--- src/common/xgmii_pkg.sv ---
package xgmii_pkg;

    // XGMII control characters, valid only where the lane's rxc bit is set
    localparam logic [7:0] RS_IDLE  = 8'h07;
    localparam logic [7:0] RS_START = 8'hfb;
    localparam logic [7:0] RS_TERM  = 8'hfd;
    localparam logic [7:0] RS_ERROR = 8'hfe;

    // Ethernet CRC-32, reflected form
    localparam logic [31:0] CRC_POLY = 32'hedb88320;
    localparam logic [31:0] CRC_INIT = 32'hffffffff;

    // Register value after payload plus a correct FCS, no final inversion
    localparam logic [31:0] CRC_RESIDUE = 32'hdebb20e3;

    // Receive frame state
    typedef enum logic {
        RX_IDLE,
        RX_DATA
    } rx_state_t;

endpackage

--- src/hw/xgmii_rx_decode.sv ---
`timescale 1ns/1ps

module xgmii_rx_decode #(
    parameter int DATA_BYTES = 8
) (
    input  logic                    i_clk,
    input  logic                    i_reset,
    input  logic [8*DATA_BYTES-1:0] i_xgmii_rxd,
    input  logic [DATA_BYTES-1:0]   i_xgmii_rxc,
    input  logic                    i_phy_valid,
    output logic [8*DATA_BYTES-1:0] o_rxd,
    output logic                    o_valid,
    output logic [1:0]              o_start_loc,
    output logic [DATA_BYTES-1:0]   o_term_loc,
    output logic                    o_ctrl_err
);

    localparam int HALF = DATA_BYTES / 2;

    logic                  start_lo;
    logic                  start_hi;
    logic [DATA_BYTES-1:0] lane_term;
    logic [DATA_BYTES-1:0] lane_bad;

    // Start is only legal in lane 0 or the first lane of the upper half
    assign start_lo = i_xgmii_rxc[0] && (i_xgmii_rxd[7:0] == xgmii_pkg::RS_START);
    assign start_hi = i_xgmii_rxc[HALF]
                      && (i_xgmii_rxd[8*HALF +: 8] == xgmii_pkg::RS_START);

    always_comb begin
        for (int i = 0; i < DATA_BYTES; i++) begin
            lane_term[i] = i_xgmii_rxc[i]
                           && (i_xgmii_rxd[8*i +: 8] == xgmii_pkg::RS_TERM);
            // Any control code we do not expect inside a stream
            lane_bad[i]  = i_xgmii_rxc[i]
                           && (i_xgmii_rxd[8*i +: 8] != xgmii_pkg::RS_IDLE)
                           && (i_xgmii_rxd[8*i +: 8] != xgmii_pkg::RS_START)
                           && (i_xgmii_rxd[8*i +: 8] != xgmii_pkg::RS_TERM);
        end
    end

    always_ff @(posedge i_clk) begin
        o_rxd <= i_xgmii_rxd;
        if (i_reset) begin
            o_valid     <= 1'b0;
            o_start_loc <= 2'b00;
            o_term_loc  <= '0;
            o_ctrl_err  <= 1'b0;
        end else begin
            o_valid     <= i_phy_valid;
            // Bubbles carry no flags
            o_start_loc <= {start_hi, start_lo} & {2{i_phy_valid}};
            o_term_loc  <= lane_term & {DATA_BYTES{i_phy_valid}};
            o_ctrl_err  <= i_phy_valid && (|lane_bad);
        end
    end

endmodule

--- src/rx_mac/crc32_masked.sv ---
`timescale 1ns/1ps

module crc32_masked #(
    parameter int DATA_BYTES = 8
) (
    input  logic                    i_clk,
    input  logic                    i_reset,
    input  logic [8*DATA_BYTES-1:0] i_data,
    input  logic [DATA_BYTES-1:0]   i_byte_en,
    output logic [31:0]             o_crc_next,
    output logic [31:0]             o_crc
);

    // One byte through the reflected CRC, bit 0 first
    function automatic logic [31:0] crc_byte(
        input logic [31:0] crc,
        input logic [7:0]  data
    );
        logic [31:0] c;
        c = crc ^ {24'h000000, data};
        for (int b = 0; b < 8; b++) begin
            if (c[0]) begin
                c = (c >> 1) ^ xgmii_pkg::CRC_POLY;
            end else begin
                c = c >> 1;
            end
        end
        return c;
    endfunction

    // Lowest lane first, matching wire order
    always_comb begin
        o_crc_next = o_crc;
        for (int i = 0; i < DATA_BYTES; i++) begin
            if (i_byte_en[i]) begin
                o_crc_next = crc_byte(o_crc_next, i_data[8*i +: 8]);
            end
        end
    end

    always_ff @(posedge i_clk) begin
        if (i_reset) begin
            o_crc <= xgmii_pkg::CRC_INIT;
        end else begin
            o_crc <= o_crc_next;
        end
    end

endmodule

--- src/rx_mac/rx_mac_framer.sv ---
`timescale 1ns/1ps

module rx_mac_framer #(
    parameter int DATA_BYTES = 8
) (
    input  logic                    i_clk,
    input  logic                    i_reset,
    input  logic [8*DATA_BYTES-1:0] i_rxd,
    input  logic                    i_valid,
    input  logic [1:0]              i_start_loc,
    input  logic [DATA_BYTES-1:0]   i_term_loc,
    input  logic                    i_ctrl_err,
    output logic [8*DATA_BYTES-1:0] o_data,
    output logic [DATA_BYTES-1:0]   o_keep,
    output logic                    o_valid,
    output logic                    o_last,
    output logic                    o_fcs_ok,
    output logic                    o_frame_err
);

    localparam int HALF = DATA_BYTES / 2;
    localparam logic [DATA_BYTES-1:0] UPPER_KEEP = {{(DATA_BYTES - HALF){1'b1}}, {HALF{1'b0}}};

    xgmii_pkg::rx_state_t rx_state;

    logic                    first_beat;
    logic                    start_hi;
    logic                    err_seen;
    logic                    beat;
    logic                    term;
    logic [DATA_BYTES-1:0]   keep;
    logic [8*DATA_BYTES-1:0] masked_data;
    logic                    crc_clear;
    logic [31:0]             crc_next;

    assign beat = (rx_state == xgmii_pkg::RX_DATA) && i_valid;
    assign term = |i_term_loc;

    // Keep mask and byte masking
    always_comb begin
        keep = '1;
        if (first_beat && start_hi) begin
            keep = UPPER_KEEP;
        end
        // One-hot minus one gives every lane below the terminate
        if (term) begin
            keep = keep & (i_term_loc - 1'b1);
        end
        for (int i = 0; i < DATA_BYTES; i++) begin
            masked_data[8*i +: 8] = keep[i] ? i_rxd[8*i +: 8] : 8'h00;
        end
    end

    // CRC runs over payload and FCS, held at init between frames
    assign crc_clear = i_reset || (rx_state == xgmii_pkg::RX_IDLE);

    crc32_masked #(
        .DATA_BYTES(DATA_BYTES)
    ) u_crc (
        .i_clk     (i_clk),
        .i_reset   (crc_clear),
        .i_data    (masked_data),
        .i_byte_en (keep & {DATA_BYTES{beat}}),
        .o_crc_next(crc_next),
        .o_crc     ()
    );

    always_ff @(posedge i_clk) begin
        if (i_reset) begin
            rx_state   <= xgmii_pkg::RX_IDLE;
            first_beat <= 1'b0;
            start_hi   <= 1'b0;
            err_seen   <= 1'b0;
        end else begin
            case (rx_state)
                xgmii_pkg::RX_IDLE: begin
                    if (|i_start_loc) begin
                        rx_state   <= xgmii_pkg::RX_DATA;
                        first_beat <= 1'b1;
                        start_hi   <= i_start_loc[1];
                        err_seen   <= 1'b0;
                    end
                end
                xgmii_pkg::RX_DATA: begin
                    if (beat) begin
                        first_beat <= 1'b0;
                        err_seen   <= err_seen || i_ctrl_err;
                        if (term) begin
                            rx_state <= xgmii_pkg::RX_IDLE;
                        end
                    end
                end
                default: rx_state <= xgmii_pkg::RX_IDLE;
            endcase
        end
    end

    always_ff @(posedge i_clk) begin
        o_data <= masked_data;
        o_keep <= keep;
        if (i_reset) begin
            o_valid     <= 1'b0;
            o_last      <= 1'b0;
            o_fcs_ok    <= 1'b0;
            o_frame_err <= 1'b0;
        end else begin
            o_valid     <= beat;
            o_last      <= beat && term;
            // Verdict includes this beat's bytes
            o_fcs_ok    <= beat && term && (crc_next == xgmii_pkg::CRC_RESIDUE);
            o_frame_err <= beat && term && (err_seen || i_ctrl_err);
        end
    end

endmodule

--- src/hw/rx_axis_out.sv ---
`timescale 1ns/1ps

module rx_axis_out #(
    parameter int DATA_BYTES = 8,
    parameter int CNT_WIDTH  = 16
) (
    input  logic                    i_clk,
    input  logic                    i_reset,
    input  logic [8*DATA_BYTES-1:0] i_data,
    input  logic [DATA_BYTES-1:0]   i_keep,
    input  logic                    i_valid,
    input  logic                    i_last,
    input  logic                    i_fcs_ok,
    input  logic                    i_frame_err,
    output logic [8*DATA_BYTES-1:0] o_axis_tdata,
    output logic [DATA_BYTES-1:0]   o_axis_tkeep,
    output logic                    o_axis_tvalid,
    output logic                    o_axis_tlast,
    output logic                    o_axis_tuser,
    output logic [CNT_WIDTH-1:0]    o_frame_count,
    output logic [CNT_WIDTH-1:0]    o_fcs_err_count
);

    logic frame_end;
    logic frame_good;

    assign frame_end  = i_valid && i_last;
    assign frame_good = i_fcs_ok && !i_frame_err;

    always_ff @(posedge i_clk) begin
        o_axis_tdata <= i_data;
        o_axis_tkeep <= i_keep;
        if (i_reset) begin
            o_axis_tvalid   <= 1'b0;
            o_axis_tlast    <= 1'b0;
            o_axis_tuser    <= 1'b0;
            o_frame_count   <= '0;
            o_fcs_err_count <= '0;
        end else begin
            o_axis_tvalid <= i_valid;
            o_axis_tlast  <= frame_end;
            // tuser only carries meaning on the last beat
            o_axis_tuser  <= frame_end && frame_good;
            // Counters wrap at CNT_WIDTH
            if (frame_end) begin
                o_frame_count <= o_frame_count + 1'b1;
                if (!frame_good) begin
                    o_fcs_err_count <= o_fcs_err_count + 1'b1;
                end
            end
        end
    end

endmodule

--- src/hw/xgmii_rx_top.sv ---
`timescale 1ns/1ps

module xgmii_rx_top #(
    parameter int DATA_BYTES = 8,
    parameter int CNT_WIDTH  = 16
) (
    input  logic                    i_clk,
    input  logic                    i_reset,
    input  logic [8*DATA_BYTES-1:0] i_xgmii_rxd,
    input  logic [DATA_BYTES-1:0]   i_xgmii_rxc,
    input  logic                    i_phy_valid,
    output logic [8*DATA_BYTES-1:0] o_axis_tdata,
    output logic [DATA_BYTES-1:0]   o_axis_tkeep,
    output logic                    o_axis_tvalid,
    output logic                    o_axis_tlast,
    output logic                    o_axis_tuser,
    output logic [CNT_WIDTH-1:0]    o_frame_count,
    output logic [CNT_WIDTH-1:0]    o_fcs_err_count
);

    // Decode to framer
    logic [8*DATA_BYTES-1:0] dec_rxd;
    logic                    dec_valid;
    logic [1:0]              dec_start_loc;
    logic [DATA_BYTES-1:0]   dec_term_loc;
    logic                    dec_ctrl_err;

    // Framer to output stage
    logic [8*DATA_BYTES-1:0] frm_data;
    logic [DATA_BYTES-1:0]   frm_keep;
    logic                    frm_valid;
    logic                    frm_last;
    logic                    frm_fcs_ok;
    logic                    frm_frame_err;

    xgmii_rx_decode #(
        .DATA_BYTES(DATA_BYTES)
    ) u_decode (
        .i_clk      (i_clk),
        .i_reset    (i_reset),
        .i_xgmii_rxd(i_xgmii_rxd),
        .i_xgmii_rxc(i_xgmii_rxc),
        .i_phy_valid(i_phy_valid),
        .o_rxd      (dec_rxd),
        .o_valid    (dec_valid),
        .o_start_loc(dec_start_loc),
        .o_term_loc (dec_term_loc),
        .o_ctrl_err (dec_ctrl_err)
    );

    rx_mac_framer #(
        .DATA_BYTES(DATA_BYTES)
    ) u_framer (
        .i_clk      (i_clk),
        .i_reset    (i_reset),
        .i_rxd      (dec_rxd),
        .i_valid    (dec_valid),
        .i_start_loc(dec_start_loc),
        .i_term_loc (dec_term_loc),
        .i_ctrl_err (dec_ctrl_err),
        .o_data     (frm_data),
        .o_keep     (frm_keep),
        .o_valid    (frm_valid),
        .o_last     (frm_last),
        .o_fcs_ok   (frm_fcs_ok),
        .o_frame_err(frm_frame_err)
    );

    rx_axis_out #(
        .DATA_BYTES(DATA_BYTES),
        .CNT_WIDTH (CNT_WIDTH)
    ) u_out (
        .i_clk          (i_clk),
        .i_reset        (i_reset),
        .i_data         (frm_data),
        .i_keep         (frm_keep),
        .i_valid        (frm_valid),
        .i_last         (frm_last),
        .i_fcs_ok       (frm_fcs_ok),
        .i_frame_err    (frm_frame_err),
        .o_axis_tdata   (o_axis_tdata),
        .o_axis_tkeep   (o_axis_tkeep),
        .o_axis_tvalid  (o_axis_tvalid),
        .o_axis_tlast   (o_axis_tlast),
        .o_axis_tuser   (o_axis_tuser),
        .o_frame_count  (o_frame_count),
        .o_fcs_err_count(o_fcs_err_count)
    );

endmodule

--- config.mk ---
export PLATFORM = sky130hd
export DESIGN_NAME = xgmii_rx_top
export DESIGN_NICKNAME = d
export VERILOG_FILES = /design/src/common/xgmii_pkg.sv /design/src/hw/xgmii_rx_decode.sv /design/src/rx_mac/crc32_masked.sv /design/src/rx_mac/rx_mac_framer.sv /design/src/hw/rx_axis_out.sv /design/src/hw/xgmii_rx_top.sv
export SDC_FILE = /design/constraint.sdc
export NUM_CORES = 1
export LEC_CHECK = 0
export ABC_AREA = 0
export BUFFER_PORTS_ARGS = -buffer_cell sky130_fd_sc_hd__buf_2
export CORE_MARGIN = 2
export CORE_UTILIZATION = 54
export DETAILED_ROUTE_END_ITERATION = 8
export PLACE_DENSITY = 0.78
export SYNTH_ARGS = -nofsm -noshare
export SYNTH_HDL_FRONTEND = slang
export SYNTH_SLANG_ARGS = --single-unit
export TNS_END_PERCENT = 30
--- constraint.sdc ---
create_clock -name i_clk -period 12.1 [get_ports i_clk]
set_clock_uncertainty 0.1 [all_clocks]
set_input_delay 3.63 -clock i_clk [delete_from_list [all_inputs] [get_ports i_clk]]
set_output_delay 3.63 -clock i_clk [all_outputs]
set_load 0.02 [all_outputs]
# Word level (Yosys, flattened, before mapping)
# Cells that the tools add are included.
# Widths: inputs -> output; s select.
# classes
eq_ne,37
addsub,3
mux,148
n_bitwise,78
n_reduce_logical,52
# op_table
cell,n
$mux 32,128
$not 13->14,64
$xor 32x8->32,8
$ne 8x8->1 const B,16
$eq 8x8->1 const B,10
$mux 8,9
$ne 8x3->1 const B,8
$logic_and 1x1->1,43
$add 16x1->16 const B,2
$eq 32x32->1 const B,1
$and 8x8->8,3
$reduce_or 8->1,2
$sub 8x1->8 const B,1
$mux 1,7
$pmux 1 s2,3
$reduce_and 2->1,3
$mux 4,1
$ne 2x2->1 const B,2
$and 2x2->2,1
$logic_or 1x1->1,2
$not 1->1,2
$reduce_or 2->1,1
$logic_not 1->1,1
# totals
register_bits,295
wordCells,341
out_inout_bits,107

# Logic depth before layout (Yosys ltp)
# depth
word_depth,207
depth_mapped,40
depth_no_buf,35

# By module
# Synthesis repeated with hierarchy kept, for this count alone.
# hier_totals
hier_cells,2158
area_unflattened_um2,21057.7
# by_module_without_submodules
mod,seq_area_each_um2,area_each_um2,n_inst,cells_per_inst
crc32_masked,640.6,13377.8,1,1514
rx_axis_out,2142.1,2969.1,1,248
rx_mac_framer,1601.5,2641.3,1,236
xgmii_rx_decode,1521.5,2069.5,1,160

# Least setup slack after synthesis
# Ideal clock, no wire load.
# synth_path
path_type,flip-flop to flip-flop
from,register u_decode.o_term_loc[0]
to,register u_framer.o_fcs_ok
path_buffers,2
path_slack_ns,1.719
required_time_ns,11.908
stages_incl_launch_ff,37
arrival_ns,10.189
path_cell_list,dfxtp_1 > inv_2 > ha_1 > or3b_1 > buf_2 > a2111oi_2 > xnor2_1 > xnor3_1 > mux2i_2 > xnor3_1 > mux2i_2 > xnor2_1 > xor2_1 > xnor3_1 > xnor3_1 > xnor3_1 > and3_1 > o31ai_1 > and3_1 > clkbuf_1 > xnor3_1 > o211ai_1 > o2111ai_2 > a2111oi_4 > xnor2_4 > xnor3_1 > a21oi_4 > xor2_2 > xnor3_1 > mux2i_4 > xnor2_2 > xnor3_2 > xor2_1 > a21oi_1 > a2111oi_0 > nand4b_1 > nor4_1
# synth_between
elab_chain_cells,168
# synth_lines
element,line_no,rtl
start: declaration,xgmii_rx_decode.sv:14,"output logic [DATA_BYTES-1:0] o_term_loc,"
start signal: assignment,xgmii_rx_decode.sv:53,o_term_loc <= lane_term & {DATA_BYTES{i_phy_valid}};
$sub 8x1->8,rx_mac_framer.sv:47,keep = keep & (i_term_loc - 1'b1);
$and 8x8->8,rx_mac_framer.sv:47,
$mux 8,rx_mac_framer.sv:46,if (term) begin
$mux 8,rx_mac_framer.sv:50,masked_data[8*i +: 8] = keep[i] ? i_rxd[8*i +: 8] : 8'h00;
$xor 32x8->32,crc32_masked.sv:20,"c = crc ^ {24'h000000, data};"
$mux 32 or $not 13->14 (tied branches),n/a,
"$mux 32, on equally long branches","crc32_masked.sv:35, crc32_masked.sv:22",
$not 13->14 (no source line) (tied with other cells),n/a,
(+152 left out),n/a,
"$mux 32, on equally long branches","crc32_masked.sv:22, crc32_masked.sv:35",
$mux 32 (tied with other cells),crc32_masked.sv:35,if (i_byte_en[i]) begin
"$mux 32, on equally long branches","crc32_masked.sv:22, crc32_masked.sv:35",
$mux 32 or $not 13->14 (tied branches),n/a,
$mux 32,crc32_masked.sv:22,if (c[0]) begin
$mux 32,crc32_masked.sv:35,
$eq 32x32->1,rx_mac_framer.sv:110,o_fcs_ok <= beat && term && (crc_next == xgmii_pkg::CRC_RESIDUE);
$logic_and 1x1->1 (*),rx_mac_framer.sv:110,
end signal: assignment,rx_mac_framer.sv:110,
end: declaration,rx_mac_framer.sv:17,"output logic o_fcs_ok,"
# Every way passes the cells marked *; elsewhere a longest branch is shown, timed or not. The select of a mux whose other input is x is not followed.
# A chain may end at the register's enable or synchronous reset.

# Final worst setup path
# Same ends and word-level chain as after synthesis.

==> flow_metrics.py <==
metrics = {
    "detailed_routing": {
        "first_pass_iters": 7,
        "vias": 18400,
        "avgRoutedWirePerCell_um": 22.7,
        "antenna_left": 0,
        "totalWireLength_um": 69600,
        "routed_via_density": 6.01,
        "drt_iter0_markers": 1988,
        "drc_errors": 0,
    },
    "clock_network": {
        "htree_levels": 1,
        "clock_path_buffers": 3,
        "tritoncts": "done",
        "cts-root-buf": "clkbuf_16",
        "clock_latency_ps": 580,
        "cts_hold_buf": 0,
        "clock_sinks": 295,
        "path_clk_slew_ps": 60,
        "numCtsBuffers": 31,
    },
    "floorplanning": {
        "io_pins": 182,
        "core_area_um2": 38700,
        "die_x_um": 202,
        "num_rows": 72,
        "start_util_pct": 54.8,
        "die_area_um2": 40900,
        "dieHeight_um": 202,
    },
    "global_routing": {
        "grt_use_total_pct": 33.0,
        "grt_max_degree": 46,
        "antenna_found_initial": 0,
        "grt_pass1_wl_um": 104000,
        "first_global_vias": 17000,
        "grt_overflow": 0,
    },
    "power_and_ir_drop": {
        "swShare_pct": 27.9,
        "p_seq_share_pct": 39.1,
        "p_sw_w": 0.000726,
        "ir_worst_vdd_mv": 0.111,
        "p_clk_share_pct": 37.1,
        "p_int_w": 0.00187,
        "comb_power_share_pct": 23.8,
        "p_per_area_nw_per_um2": 107,
        "p_leak_nw": 10.4,
    },
    "critical_path": {
        "crit_arrival_ps": 11820,
        "crit_family": "XOR/XNOR gates",
        "crit_top_cell": "xnor2_1",
        "setup.worst_path.end_class": "flop",
        "cp-start-kind": "flop",
        "crit_buf_inv": 3,
        "path_class": "flop to flop",
        "worstPathRequired_ps": 12490,
        "r2r_slack_ps": 670,
        "crit_fanout": 10,
        "cp_slowest_stage_delay_ps": 580,
        "cp_slowest_cell": "xnor2_1",
    },
    "synthesis": {
        "synth_warnings": 0,
        "synth_fa_ha_area_share_pct": 0.236,
        "syn_inst": 2334,
        "synth.area.mux_share_pct": 4.92,
        "synth_top_cell_area_share_pct": 27.8,
        "yosysMostFrequentCell": "dfxtp_1",
        "syn-mean-instance-area_um2": 9.10,
        "ys_seq_elements": 295,
        "yosysUniqueCellTypes": 113,
        "synth.net_count": 2413,
        "synth-simple-area-share_pct": 18.2,
        "synth.top_cells.by_area": "dfxtp_1, xnor2_1, xnor3_1",
        "netlist_top_cells_count": "dfxtp_1, xnor2_1, nand2_1, nor2_1, xor2_1",
        "synth_xor_area_share_pct": 31.2,
        "synth_ff_type": "dfxtp_1",
        "synth_seq_area_share_pct": 27.8,
        "synth_largest_area_cell": "dfxtp_1",
        "synth_compound_area_share_pct": 14.5,
        "async_flop_share_pct": 0,
        "synth_area_um2": 21200,
        "synth_edf_count": 0,
        "synth_top_family_by_area": "XOR/XNOR gates",
    },
    "sta": {
        "hold_violations": 0,
        "relSlewSlack_pct": 31.9,
        "timing.hold.ws_ps": 220,
        "tightestPinTransition_ps": 1020,
        "max_freq_mhz": 87.5,
        "fin_tns_setup_ps": 0,
        "finalMaxSlewViolations": 0,
        "layout_worst_path_cycle_share_pct": 94.4,
        "finalSetupViolations": 0,
        "min_period_ps": 11430,
        "rsz0062_at_grt": "false",
    },
    "placement": {
        "globalplace.congestion": 0.990,
        "portBuffers": 181,
        "hpwl_um": 55600,
        "dp.cells": 3007,
    },
    "status": {
        "status": "complete, no violations",
    },
    "cells_and_area": {
        "syn_to_final_growth_pct": 14.2,
        "nets": 2604,
        "final_layout_size_suffix_gt1_share_pct": 17.5,
        "stdcell_count": 3067,
        "fillers": 3333,
        "diodes": 0,
    },
    "min_path": {
        "hp-class": "flop to flop",
    },
    "flow_run": {
        "maxCapViolCount": 0,
    },
}
[power by group through the flow]
| stage | sequential (W) | clock, W | combinational [W] |
|---|---|---|---|
| final | 0.00102 | 0.000963 | 0.000619 |
| after global routing | 0.00102 | 0.00102 | 0.000655 |
| after CTS | 0.00102 | 0.000981 | 0.000604 |
| after detailed placement | 0.00104 | 0 | 0.000599 |
| after global placement | 0.00104 | 0 | 0.000599 |
| after floorplan | 0.00105 | 0 | 0.000445 |
[cells by family after synthesis]
logic type,Yosys count
and+or+nand+nor,771
xor gates and xnor gates,554
AOI/OAI and AO/OA,441
DFF,295
buffers and inverters,170
muxes,99
adders and majority gates,4
[sequential cells by signal (all words and copies together) (netlist names)]
register               flops
u_framer.u_crc.o_crc      32
u_decode.o_term_loc        8
u_framer.err_seen          1
u_decode.o_ctrl_err        1
u_out.o_axis_tlast         1
u_framer.o_fcs_ok          1
u_out.o_frame_count       16
u_framer.start_hi          1
u_framer.o_valid           1
u_decode.o_start_loc       2
u_out.o_axis_tvalid        1
u_framer.o_frame_err       1
u_framer.o_last            1
u_out.o_axis_tuser         1
u_decode.o_valid           1
u_framer.o_keep            8
u_decode.o_rxd            64
u_framer.first_beat        1
u_out.o_axis_tdata        64
u_out.o_axis_tkeep         8
u_framer.rx_state          1
u_framer.o_data           64
u_out.o_fcs_err_count     16
[per-layer routing]
metal  vias to the layer above  global-route usage, %  part of all wire, %
met5                         -                      0                    0
met4                         0                   10.5                  3.2
met3                       135                   4.90                  8.5
met2                       931                   51.7                   45
met1                      8780                   47.0                   44
li1                       8575                      -                    -
[repair_timing]
item / CTS / global route
endpoints found under the hold margin: 0 / 0
resized for setup: 0 / 24
setup endpoints to repair: 0 / 5
buffers inserted: 0 / 3
[worst register-to-register path: cells and delay by family, from the launching register on]
kind,cells,cell delay [ps]
mux,2,800
xor+xnor,19,5310
buf+inv,3,630
fa+ha+maj,1,220
simple gates,4,1240
flops,1,440
compound gates,7,2630
[layout make-up]
cell class              instances  area [µm²]  area share (%)
well taps                     518         648            2.67
repair buffers                267        1550            6.40
clock inverters                13         165           0.681
flip-flops and latches        295        5910            24.4
inverters                      61         229           0.944
clock buffers                  44         875            3.61
multi-input cells            1869       14900            61.3
[final timing paths]
path | startpoint | to | cells past startpoint
min | u_framer.o_data[63]$_DFF_P_ | u_out.o_axis_tdata[63]$_DFF_P_ | 0
max reg2reg | u_decode.o_term_loc[0]$_SDFF_PP0_ | u_framer.o_fcs_ok$_SDFF_PP0_ | 36
min reg2reg | u_framer.o_data[63]$_DFF_P_ | u_out.o_axis_tdata[63]$_DFF_P_ | 0
max | u_decode.o_term_loc[0]$_SDFF_PP0_ | u_framer.o_fcs_ok$_SDFF_PP0_ | 36
[layout by cell type (no fill, tap or decap), drive strengths merged, types with 6 or more instances in the layout]
cell / count
or3: 24
nor2b: 7
clkbuf: 44
nor3b: 9
xnor3: 83
a211oi: 15
o211ai: 40
a2111oi: 12
buf: 267
xor2: 135
nand2: 213
o211a: 12
or2: 6
a211o: 6
nand2b: 16
a21o: 16
o2111ai: 18
o21ai: 119
nand4b: 11
nand4: 30
xor3: 17
o21a: 11
a31oi: 15
and2: 38
dfxtp: 295
a21oi: 118
mux2i: 88
nand3: 79
nor2: 194
nor3: 65
clkinv: 7
inv: 62
nand3b: 7
and3: 33
xnor2: 319
or4: 11
nor4: 13
mux2: 11
[through the flow]
stage / cell area, µm² / utilization (%) / setup slack [ps] / power (W)
final: 24300 / 62.6 / 673 / 0.00260
after global routing: 24300 / 62.6 / 32.6 / 0.00270
after CTS: 24100 / 62.1 / 382 / 0.00260
after detailed placement: 23000 / 59.4 / 404 / 0.00164
after global placement: 23000 / 59.4 / 588 / 0.00164
after floorplan: 21200 / - / 1720 / 0.00149
Note: power is estimated with default switching activity, not from simulation.
